[src/board_cfg_pkg.sv]
`default_nettype none

package board_cfg_pkg;

  // ----------------------------------------------------------
  // JAMMA joystick bus
  // ----------------------------------------------------------
  localparam int joy_w       = 8;  // One player word on the shared bus
  localparam int board_joy_w = 6;  // On-board joystick, no start/coin bits

  // Released level, inputs are active low
  localparam logic [joy_w-1:0] joy_idle = '1;

  // ----------------------------------------------------------
  // Keyboard service switches and scan doubler
  // ----------------------------------------------------------
  localparam int sw_w       = 8;
  localparam int cfg_w      = 2;   // Scan-doubler control bits
  localparam int cfg_addr_w = 21;

  // SRAM word that holds the scan-doubler register
  localparam logic [cfg_addr_w-1:0] cfg_addr = 21'h008FD5;

  // ----------------------------------------------------------
  // Audio
  // ----------------------------------------------------------
  localparam int audio_slot_log2 = 8;  // 256 cycles per channel slot

endpackage

`default_nettype wire

[src/ps2_pkg.sv]
`default_nettype none

package ps2_pkg;

  // Start, 8 data, odd parity, stop
  localparam int frame_w = 11;

  // ----------------------------------------------------------
  // Prefix bytes of scan code set 2
  // ----------------------------------------------------------
  localparam logic [7:0] code_break = 8'hF0;  // Key release follows
  localparam logic [7:0] code_ext   = 8'hE0;  // Extended key follows

  // ----------------------------------------------------------
  // Keys used by the control block
  // ----------------------------------------------------------
  localparam logic [7:0] code_ctrl = 8'h14;  // Left, or right with E0
  localparam logic [7:0] code_alt  = 8'h11;
  localparam logic [7:0] code_del  = 8'h71;
  localparam logic [7:0] code_bksp = 8'h66;

  // Function keys, note the irregular set 2 layout
  localparam logic [7:0] code_f1 = 8'h05;
  localparam logic [7:0] code_f2 = 8'h06;
  localparam logic [7:0] code_f3 = 8'h04;
  localparam logic [7:0] code_f4 = 8'h0C;
  localparam logic [7:0] code_f5 = 8'h03;
  localparam logic [7:0] code_f6 = 8'h0B;
  localparam logic [7:0] code_f7 = 8'h83;
  localparam logic [7:0] code_f8 = 8'h0A;

endpackage

`default_nettype wire

[src/key_event_if.sv]
`timescale 1ns/1ps
`default_nettype none

// Decoded key events, one strobe per data byte
interface key_event_if;

  logic       valid;     // Single-cycle strobe
  logic [7:0] code;      // Scan code without prefixes
  logic       released;  // Break prefix seen before this code
  logic       extended;  // E0 prefix seen before this code

  // Receiver side
  modport tx (
    output valid,
    output code,
    output released,
    output extended
  );

  // Consumer side, no back-pressure
  modport rx (
    input valid,
    input code,
    input released,
    input extended
  );

endinterface

`default_nettype wire

[src/ps2_receiver.sv]
`timescale 1ns/1ps
`default_nettype none

module ps2_receiver (
  input  logic    pclk,
  input  logic    arst_n,
  input  logic    ps2_clk,
  input  logic    ps2_data,
  key_event_if.tx key
);

  logic [1:0]                         clk_sync;
  logic [1:0]                         data_sync;
  logic                               clk_prev;
  logic                               fall;
  logic [ps2_pkg::frame_w-1:0]        frame;
  logic [ps2_pkg::frame_w-1:0]        frame_next;
  logic [$clog2(ps2_pkg::frame_w)-1:0] bit_cnt;
  logic                               frame_end;
  logic                               frame_ok;
  logic [7:0]                         data_byte;
  logic                               rel_pend;
  logic                               ext_pend;

  // ----------------------------------------------------------
  // Line synchronizers, idle high on both lines
  // ----------------------------------------------------------
  always_ff @(posedge pclk or negedge arst_n) begin
    if (!arst_n) begin
      clk_sync  <= 2'b11;
      data_sync <= 2'b11;
      clk_prev  <= 1'b1;
    end else begin
      clk_sync  <= {clk_sync[0], ps2_clk};
      data_sync <= {data_sync[0], ps2_data};
      clk_prev  <= clk_sync[1];
    end
  end

  assign fall = clk_prev & ~clk_sync[1];

  // LSB first, so the start bit ends up in bit 0
  assign frame_next = {data_sync[1], frame[ps2_pkg::frame_w-1:1]};
  assign frame_end  = fall && (bit_cnt == ps2_pkg::frame_w - 1);
  assign data_byte  = frame_next[8:1];

  // Start low, stop high, odd parity over data and parity bit
  assign frame_ok = ~frame_next[0] & frame_next[ps2_pkg::frame_w-1] & (^frame_next[9:1]);

  always_ff @(posedge pclk) begin
    if (fall) frame <= frame_next;
  end

  always_ff @(posedge pclk or negedge arst_n) begin
    if (!arst_n) begin
      bit_cnt <= '0;
    end else if (frame_end) begin
      bit_cnt <= '0;
    end else if (fall) begin
      bit_cnt <= bit_cnt + 1'b1;
    end
  end

  // ----------------------------------------------------------
  // Prefix tracking and event strobe
  // ----------------------------------------------------------
  always_ff @(posedge pclk or negedge arst_n) begin
    if (!arst_n) begin
      key.valid <= 1'b0;
      rel_pend  <= 1'b0;
      ext_pend  <= 1'b0;
    end else begin
      key.valid <= 1'b0;
      if (frame_end && frame_ok) begin
        if (data_byte == ps2_pkg::code_break) begin
          rel_pend <= 1'b1;
        end else if (data_byte == ps2_pkg::code_ext) begin
          ext_pend <= 1'b1;
        end else begin
          key.valid <= 1'b1;  // Data byte consumes the pending flags
          rel_pend  <= 1'b0;
          ext_pend  <= 1'b0;
        end
      end
    end
  end

  always_ff @(posedge pclk) begin
    if (frame_end && frame_ok) begin
      key.code     <= data_byte;
      key.released <= rel_pend;
      key.extended <= ext_pend;
    end
  end

endmodule

`default_nettype wire

[src/board_ctrl.sv]
`timescale 1ns/1ps
`default_nettype none

module board_ctrl (
  input  logic                           pclk,
  input  logic                           arst_n,
  key_event_if.rx                        key,
  input  logic [board_cfg_pkg::cfg_w-1:0] cfg_dq,
  output logic                           core_reset,
  output logic                           reboot,
  output logic [board_cfg_pkg::sw_w-1:0]  scan_sw,
  output logic [board_cfg_pkg::cfg_w-1:0] scandbl_ctrl
);

  logic                          ctrl_held;
  logic                          alt_held;
  logic                          press;
  logic                          chord;
  logic [board_cfg_pkg::sw_w-1:0] toggle_mask;

  assign press = key.valid & ~key.released;
  assign chord = ctrl_held & alt_held;

  // ----------------------------------------------------------
  // Function key to switch bit
  // ----------------------------------------------------------
  always_comb begin
    toggle_mask = '0;
    if (!key.extended) begin  // F keys never carry E0
      case (key.code)
        ps2_pkg::code_f1: toggle_mask[0] = 1'b1;
        ps2_pkg::code_f2: toggle_mask[1] = 1'b1;
        ps2_pkg::code_f3: toggle_mask[2] = 1'b1;
        ps2_pkg::code_f4: toggle_mask[3] = 1'b1;
        ps2_pkg::code_f5: toggle_mask[4] = 1'b1;
        ps2_pkg::code_f6: toggle_mask[5] = 1'b1;
        ps2_pkg::code_f7: toggle_mask[6] = 1'b1;
        ps2_pkg::code_f8: toggle_mask[7] = 1'b1;
        default:          toggle_mask    = '0;
      endcase
    end
  end

  // Modifier state, left and right keys share the code
  always_ff @(posedge pclk or negedge arst_n) begin
    if (!arst_n) begin
      ctrl_held <= 1'b0;
      alt_held  <= 1'b0;
    end else if (key.valid) begin
      if (key.code == ps2_pkg::code_ctrl) ctrl_held <= ~key.released;
      if (key.code == ps2_pkg::code_alt)  alt_held  <= ~key.released;
    end
  end

  // ----------------------------------------------------------
  // Chord pulses, switches and config register
  // ----------------------------------------------------------
  always_ff @(posedge pclk or negedge arst_n) begin
    if (!arst_n) begin
      core_reset   <= 1'b0;
      reboot       <= 1'b0;
      scan_sw      <= '0;
      scandbl_ctrl <= '0;
    end else begin
      core_reset   <= press & chord & (key.code == ps2_pkg::code_del);
      reboot       <= press & chord & (key.code == ps2_pkg::code_bksp);
      scandbl_ctrl <= cfg_dq;
      if (press) scan_sw <= scan_sw ^ toggle_mask;  // Releases leave it alone
    end
  end

endmodule

`default_nettype wire

[src/joy_mux.sv]
`timescale 1ns/1ps
`default_nettype none

module joy_mux (
  input  logic                                 pclk,
  input  logic                                 arst_n,
  input  logic [board_cfg_pkg::joy_w-1:0]       jamma_joy,
  input  logic [board_cfg_pkg::board_joy_w-1:0] board_joy,
  output logic                                 joy_select,
  output logic [board_cfg_pkg::joy_w-1:0]       joystick1,
  output logic [board_cfg_pkg::joy_w-1:0]       joystick2
);

  logic [board_cfg_pkg::joy_w-1:0] board_mask;

  // Start and coin bits come from the JAMMA bus only
  assign board_mask = {{(board_cfg_pkg::joy_w - board_cfg_pkg::board_joy_w){1'b1}}, board_joy};

  always_ff @(posedge pclk or negedge arst_n) begin
    if (!arst_n) begin
      joy_select <= 1'b0;
    end else begin
      joy_select <= ~joy_select;  // Player select flips every cycle
    end
  end

  // ----------------------------------------------------------
  // Capture on opposite phases of the select line
  // ----------------------------------------------------------
  always_ff @(posedge pclk or negedge arst_n) begin
    if (!arst_n) begin
      joystick1 <= board_cfg_pkg::joy_idle;
      joystick2 <= board_cfg_pkg::joy_idle;
    end else if (!joy_select) begin
      joystick1 <= jamma_joy & board_mask;  // Active low, AND merges both sticks
    end else begin
      joystick2 <= jamma_joy;
    end
  end

endmodule

`default_nettype wire

[src/audio_alt.sv]
`timescale 1ns/1ps
`default_nettype none

module audio_alt (
  input  logic pclk,
  input  logic arst_n,
  input  logic audio_l,
  input  logic audio_r,
  output logic audio_mono
);

  // Top bit picks the channel, lower bits time the slot
  logic [board_cfg_pkg::audio_slot_log2:0] slot_cnt;

  always_ff @(posedge pclk or negedge arst_n) begin
    if (!arst_n) begin
      slot_cnt   <= '0;
      audio_mono <= 1'b0;
    end else begin
      slot_cnt <= slot_cnt + 1'b1;
      if (slot_cnt[board_cfg_pkg::audio_slot_log2]) begin
        audio_mono <= audio_r;
      end else begin
        audio_mono <= audio_l;  // Left channel in the first slot
      end
    end
  end

endmodule

`default_nettype wire

[src/arcade_board_top.sv]
`timescale 1ns/1ps
`default_nettype none

module arcade_board_top (
  input  logic                                 pclk,
  input  logic                                 arst_n,
  input  logic                                 ps2_clk,
  input  logic                                 ps2_data,
  input  logic [board_cfg_pkg::joy_w-1:0]       jamma_joy,
  input  logic [board_cfg_pkg::board_joy_w-1:0] board_joy,
  input  logic [board_cfg_pkg::cfg_w-1:0]       cfg_dq,
  input  logic                                 audio_l,
  input  logic                                 audio_r,
  output logic                                 joy_select,
  output logic [board_cfg_pkg::joy_w-1:0]       joystick1,
  output logic [board_cfg_pkg::joy_w-1:0]       joystick2,
  output logic                                 core_reset,
  output logic                                 reboot,
  output logic [board_cfg_pkg::sw_w-1:0]        scan_sw,
  output logic [board_cfg_pkg::cfg_w-1:0]       scandbl_ctrl,
  output logic [board_cfg_pkg::cfg_addr_w-1:0]  cfg_addr,
  output logic                                 audio_mono,
  output logic                                 led
);

  key_event_if key_bus ();

  // ----------------------------------------------------------
  // Keyboard path
  // ----------------------------------------------------------
  ps2_receiver ps2_receiver_i (
    .pclk     (pclk),
    .arst_n   (arst_n),
    .ps2_clk  (ps2_clk),
    .ps2_data (ps2_data),
    .key      (key_bus)
  );

  board_ctrl board_ctrl_i (
    .pclk         (pclk),
    .arst_n       (arst_n),
    .key          (key_bus),
    .cfg_dq       (cfg_dq),
    .core_reset   (core_reset),
    .reboot       (reboot),
    .scan_sw      (scan_sw),
    .scandbl_ctrl (scandbl_ctrl)
  );

  // ----------------------------------------------------------
  // JAMMA joysticks and audio
  // ----------------------------------------------------------
  joy_mux joy_mux_i (
    .pclk       (pclk),
    .arst_n     (arst_n),
    .jamma_joy  (jamma_joy),
    .board_joy  (board_joy),
    .joy_select (joy_select),
    .joystick1  (joystick1),
    .joystick2  (joystick2)
  );

  audio_alt audio_alt_i (
    .pclk       (pclk),
    .arst_n     (arst_n),
    .audio_l    (audio_l),
    .audio_r    (audio_r),
    .audio_mono (audio_mono)
  );

  assign cfg_addr = board_cfg_pkg::cfg_addr;  // Fixed scan-doubler location
  assign led      = scan_sw[0];

endmodule

`default_nettype wire

[config.mk]
export PLATFORM = sky130hd
export DESIGN_NAME = arcade_board_top
export DESIGN_NICKNAME = d
export VERILOG_FILES = /design/src/board_cfg_pkg.sv /design/src/ps2_pkg.sv /design/src/key_event_if.sv /design/src/ps2_receiver.sv /design/src/board_ctrl.sv /design/src/joy_mux.sv /design/src/audio_alt.sv /design/src/arcade_board_top.sv
export SDC_FILE = /design/constraint.sdc
export NUM_CORES = 1
export LEC_CHECK = 0
export BUFFER_PORTS_ARGS = -buffer_cell sky130_fd_sc_hd__buf_2
export CAP_MARGIN = 20
export CORE_ASPECT_RATIO = 1.1
export CORE_MARGIN = 2
export CORE_UTILIZATION = 23
export CTS_CLUSTER_DIAMETER = 120
export DETAILED_ROUTE_END_ITERATION = 8
export GPL_ROUTABILITY_DRIVEN = 0
export SETUP_SLACK_MARGIN = 0.3
export SYNTH_ARGS = -nofsm -noshare
export SYNTH_HDL_FRONTEND = slang
export SYNTH_SLANG_ARGS = --single-unit
[constraint.sdc]
create_clock -name pclk -period 2 [get_ports pclk]
set_input_delay 0.3 -clock pclk [delete_from_list [all_inputs] [get_ports pclk]]
set_output_delay 0.3 -clock pclk [all_outputs]
set_load 0.005 [all_outputs]
* After elaboration in Yosys (flattened, before gate mapping)
Index checks and enable logic that the tools add are counted.
** Cells by class
- Eq/ne operators :: 16
- Bitwise operators :: 15
- Add/subtract/negate cells :: 2
- Reduce and logical (&&, ||, !) cells :: 8
- Mux-type cells :: 18
** Operators by type and width (count)
- 8-bit by 3-bit == test with 1-bit output, second input constant :: 3
- 8-bit by 4-bit == test with 1-bit output, second input constant :: 3
- 8-bit == test, second input constant :: 3
- 8-bit by 5-bit == test with 1-bit output, second input constant :: 2
- 8-bit by 7-bit == test with 1-bit output, second input constant :: 2
- 1-bit two-way mux :: 15
- 9-bit by 1-bit adder with 9-bit output, second input constant :: 1
- 9-bit parity :: 1
- 1-bit AND :: 8
- 8-bit AND :: 1
- 8-bit by 2-bit == test with 1-bit output, second input constant :: 1
- 4-bit two-way mux :: 2
- 8-bit two-way mux :: 1
- 2-bit AND reduction :: 4
- 8-bit bitwise XOR :: 1
- 1-bit inverter :: 5
- 4-bit by 1-bit adder with 4-bit output, second input constant :: 1
- 4-bit == test, second input constant :: 1
- 1-bit logical AND :: 2
- 2-bit by 1-bit inequality test with 1-bit output, second input constant :: 1
- 2-bit nonzero test :: 1
** Word-level totals
- Bits in registers :: 74
- Logic and storage cells :: 81

* Logic depth before layout (Yosys ltp)
- Depth after elaboration :: 5
- Mapped depth :: 6
- Depth with buffers taken out :: 6

* Modules after synthesis
Synthesis repeated with hierarchy kept, for this count alone.
** Second synthesis, totals
- Cells, all modules :: 235
- Area total of the unflattened synthesis :: 3170.5 µm²
** By module, submodules not included
- ps2_receiver :: times used 1, cells each 80, seq. area each 907.1 µm², area an instance 1257.5 µm²
- joy_mux :: times used 1, cells each 48, seq. area each 445.4 µm², area an instance 679.4 µm²
- board_ctrl :: times used 1, cells each 53, seq. area each 350.3 µm², area an instance 666.9 µm²
- audio_alt :: times used 1, cells each 30, seq. area each 250.2 µm², area an instance 394.1 µm²
- arcade_board_top :: times used 1, cells each 24, seq. area each 0.0 µm², area an instance 172.7 µm²

* Worst setup path after synthesis
No wires, ideal clock.
- Path type :: flip-flop to flip-flop
- Start :: reg ps2_receiver_i.frame[8] in the netlist's numbering
- End :: reg ps2_receiver_i.key.code[0] (enable)
- Arrival time :: 1.576 ns
- Setup time :: 0.334 ns
- Required time :: 1.666 ns
- Stages on the path, launching flop included :: 6
- Path slack :: 0.090 ns
- Period minus slack after synthesis :: 1.910 ns
- Cells stage by stage :: edfxtp_1 -> ha_1 -> xnor3_1 -> xnor2_1 -> nand2_1 -> inv_1
** Between the ends
- Cells in the longest elaborated chain, start to end :: 3
** Ends and longest elaborated chain
- from (decl) :: line ps2_receiver.sv:16 : logic [ps2_pkg::frame_w-1:0] frame;
- from (signal assigned) :: line ps2_receiver.sv:51 : if (fall) frame <= frame_next;
- 9-bit parity :: line ps2_receiver.sv:48 : assign frame_ok = ~frame_next[0] & frame_next[ps2_pkg::frame_w-1] & (^frame_next[9:1]);
- 1-bit AND :: line ps2_receiver.sv:48
- 1-bit logical AND :: line ps2_receiver.sv:89 : if (frame_end && frame_ok) begin
- to (signal assigned) :: line ps2_receiver.sv:90 : key.code <= data_byte;
- to (decl) :: line key_event_if.sv:15 : output code,
No other way between the ends.
A chain may end at the register's enable or synchronous reset.

* Worst setup path after layout
- Start :: reg ps2_receiver_i.frame[2] in the netlist's numbering
- End :: reg ps2_receiver_i.key.code[6] (enable)
The elaborated chain is that of the path after synthesis.

==> impl_metrics.csv <==
group,metric,value,unit
synthesis,synth_warnings,0,
setup_path,r2r-end,"ps2_receiver_i.key.code[6]",
setup_path,max_stage_delay,420,ps
cells_and_area,mostFrequentLayoutCells,"buf_2 (52), dfrtp_1 (32), conb_1 (21), dfstp_2 (21), edfxtp_1 (20)",
cells_and_area,final_nets,329,
global_routing,grt_pass1_vias,1885,
timing,setup_viol,0,
synthesis,ys_seq_area_frac,0.6392,
pwr,p_per_area,890.9,nW/µm²
route,wl,5082,µm
synthesis,synth-simple-area-share,0.1179,
synthesis,synthTopCellsByArea,"dfrtp_1 (26%), edfxtp_1 (20%), dfstp_2 (18%), buf_4 (5.4%), mux2_2 (4.4%)",
setup_path,critPathRequiredTime,2040,ps
timing,slew_violations,0,
global_routing,track_usage,0.07775,
cells_and_area,area_growth,24.08,%
timing,fin_crit,1873,ps
synthesis,synth.area.mux_share,0.05078,
setup_path,rr_worst_depth,6,
synthesis,synth-seq-cells,73,
cells_and_area,drive_gt1_frac,0.3947,
route,vias_per_cell,3.938,
setup_path,r2r-start,"ps2_receiver_i.frame[2]",
pwr,p_leak,0.001715,µW
global_routing,grt_antenna_before_repair,0,
synthesis,synth_area,3055,µm²
placed_design,dp_slack,92.56,ps
min_path,hold_end,"ps2_receiver_i.clk_sync[0]",
route,drtIter0Drc,90,
global_routing,top_usage_layer,"met2",
die,initial_core_util,0.2332,
timing,relSlewSlack,0.5509,
synthesis,synth_xor_area_frac,0.05610,
die,dieHeight,124.9,µm
clocking,numCtsBuffers,9,
synthesis,avgSynthCellArea,13.28,µm²
route,ant_nets,0,
route,vias,1831,
synthesis,syn_inst,230,
die,dieArea,14220,µm²
clocking,clk_pin_slew,60,ps
timing,hold_viol,0,
setup_path,critPathKind,"reg -> reg",
cells_and_area,antenna_cells,0,
clocking,ctsHtreeMaxLevel,3,
timing,fin_ws,127.2,ps
global_routing,grt_use_met2,0.1289,
setup_path,r2r_setup_slack,130,ps
setup_path,cp.arrival,1910,ps
synthesis,synth_compound_area_frac,0.02703,
die,core_area,13100,µm²
timing,fmax,0.5340,GHz
run,cap_violations,0,
cells_and_area,mostFrequentLayoutCell,"buf_2",
setup_path,path_cells,"inv_1 -> ha_1 -> xnor3_1 -> xnor2_2 -> nand2_2 -> clkinvlp_4",
cells_and_area,final_core_util,0.2893,
clocking,postCtsHoldBufs,0,
clocking,clock-root-buffer,"clkbuf_16",
global_routing,grt-ovfl-total,0,
global_routing,grt_max_degree,54,
timing,finalSetupTns,0,ps
setup_path,worst_setup_path_start_kind,"flip-flop",
die,fp-row-count,44,
min_path,min_path_cells,1,
timing,rsz0062_at_grt,"true",
route,routedWlPerCell,10.93,µm
synthesis,synth_top_family_by_area,"simple AND/OR/NAND/NOR gates",
route,drt_drc_violations_left,0,
timing,period_share,0.9364,
timing,skew,9.505,ps
synthesis,ys_types,34,
synthesis,yosys.area.top_type,"dfrtp_1",
min_path,hold_path.startpoint,"ps2_clk",
clocking,cts_max_path_buffers,2,
global_routing,grt_pass1_wl,8604,µm
route,firstDrtPassIters,4,
setup_path,critical_path.slowest_cell,"xnor3_1",
placed_design,portBuffers,52,
synthesis,synthAdderAreaFrac,0.03276,
clocking,worstSkewPairLatency,330,ps
clocking,cts_tree,"built",
die,pin_count,74,
timing,tightest_slew,673.6,ps
synthesis,synth_top_area_frac,0.2621,
die,die_w,113.9,µm
min_path,min_path_type,"in -> reg",
setup_path,critPathCaptureType,"flip-flop",
pwr,ir_drop,441.1,µV
clocking,clkSinkCount,73,
global_routing,grt_use_met1,0.08511,
outcome,status,"complete, no violations",
global_routing,grtUsageMet3,0.03601,
setup_path,crit_fanout,5,
placed_design,dp_hpwl,3489,µm
how the worst max path moves through the flow:
| stage | start | to | slack, ps | depth (start not counted) |
|---|---|---|---|---|
| floorplan | ps2_receiver_i.frame[8] | ps2_receiver_i.key.code[0] | 200 | 5 |
| global placement | ps2_receiver_i.frame[2] | ps2_receiver_i.key.code[1] | 140 | 6 |
| detailed placement | ps2_receiver_i.frame[8] | ps2_receiver_i.key.code[1] | 90 | 5 |
| CTS | ps2_receiver_i.frame[2] | ps2_receiver_i.key.released | 110 | 6 |
| global route | ps2_receiver_i.frame[2] | ps2_receiver_i.key.code[6] | 40 | 6 |
| finish | ps2_receiver_i.frame[2] | ps2_receiver_i.key.code[6] | 130 | 6 |
synth_stat cells:
| cell | number |
|---|---|
| nor4_4 | 1 |
| nand4b_1 | 4 |
| or3_1 | 2 |
| o21ai_0 | 9 |
| o2bb2ai_1 | 1 |
| nand3_1 | 9 |
| nand2_1 | 19 |
| and3_1 | 3 |
| edfxtp_1 | 20 |
| nor3b_1 | 2 |
| and4bb_1 | 1 |
| nor3_1 | 4 |
| nand3b_1 | 3 |
| dfstp_2 | 21 |
| xnor2_1 | 12 |
| xnor3_1 | 1 |
| conb_1 | 2 |
| a31o_2 | 1 |
| a21oi_1 | 4 |
| mux2_2 | 12 |
| mux2i_1 | 2 |
| nand2b_1 | 2 |
| ha_1 | 8 |
| inv_1 | 13 |
| or4b_4 | 1 |
| xor2_1 | 5 |
| buf_4 | 22 |
| and4_1 | 1 |
| dfrtp_1 | 32 |
| nand4_1 | 1 |
| clkbuf_1 | 3 |
| or3_2 | 1 |
| nor2_1 | 5 |
| nor4_1 | 3 |
per-stage QoR:
stage | total power (µW) | instances | hold WS [ps] | instance area [µm²]
after CTS | 3437 | 465 | 51.19 | 3786
after global routing | 3548 | 465 | 55.19 | 3791
final | 3377 | 465 | 67.32 | 3791
after detailed placement | 1949 | 443 | 346.8 | 3465
after floorplan | 1875 | 249 | 4.409 | 3134
after global placement | 1937 | 443 | 345.9 | 3465
power breakdown:
group / total, µW / switching, µW / internal (µW)
Sequential: 1680 / 60.8 / 1620
Clock: 1450 / 612 / 841
Combinational: 244 / 129 / 115
registers in the layout (all words and copies together), names as in the netlist, 2 cells and up:
signal	count
ps2_receiver_i.clk_sync	2
board_ctrl_i.scandbl_ctrl	2
ps2_receiver_i.key.code	8
board_ctrl_i.scan_sw	8
ps2_receiver_i.bit_cnt	4
joy_mux_i.joystick2	8
ps2_receiver_i.data_sync	2
audio_alt_i.slot_cnt	9
ps2_receiver_i.frame	10
joy_mux_i.joystick1	8
routing by layer:
layer	wire length, µm	vias to the layer above
met5	0	-
met3	333	9
li1	-	886
met4	67	0
met1	2092	873
met2	2588	63
critical path: cells and delay by family, from the launching register on:
family | cells | cell delay, ps
xor+xnor | 2 | 620
flops | 1 | 360
fa+ha+maj | 1 | 270
buf+inv | 2 | 190
simple gates | 1 | 140
cell families after synthesis:
kind of cell / Yosys count
adders and majority gates: 8
DFF: 73
and+or+nand+nor: 62
other: 2
muxes: 14
AOI/OAI and AO/OA: 15
xor gates and xnor gates: 18
buffers and inverters: 38
cell type report:
class	instances	area, µm²
timing repair buffer	63	342.8
timing repair inverter	1	7.507
clock inverter	6	42.54
fill	1346	9311
inverter	13	51.30
multi-input combinational	138	963.4
tap	161	201.4
sequential	73	1953
clock buffer	10	229.0
timing repair:
action                                  4_1_cts  5_1_grt
resized for setup                             2        1
cloned                                        1        0
buffers inserted                              5        0
endpoints found under the setup margin       13       18
pin swaps                                     1        2
Note: power is estimated with default switching activity, not from simulation.
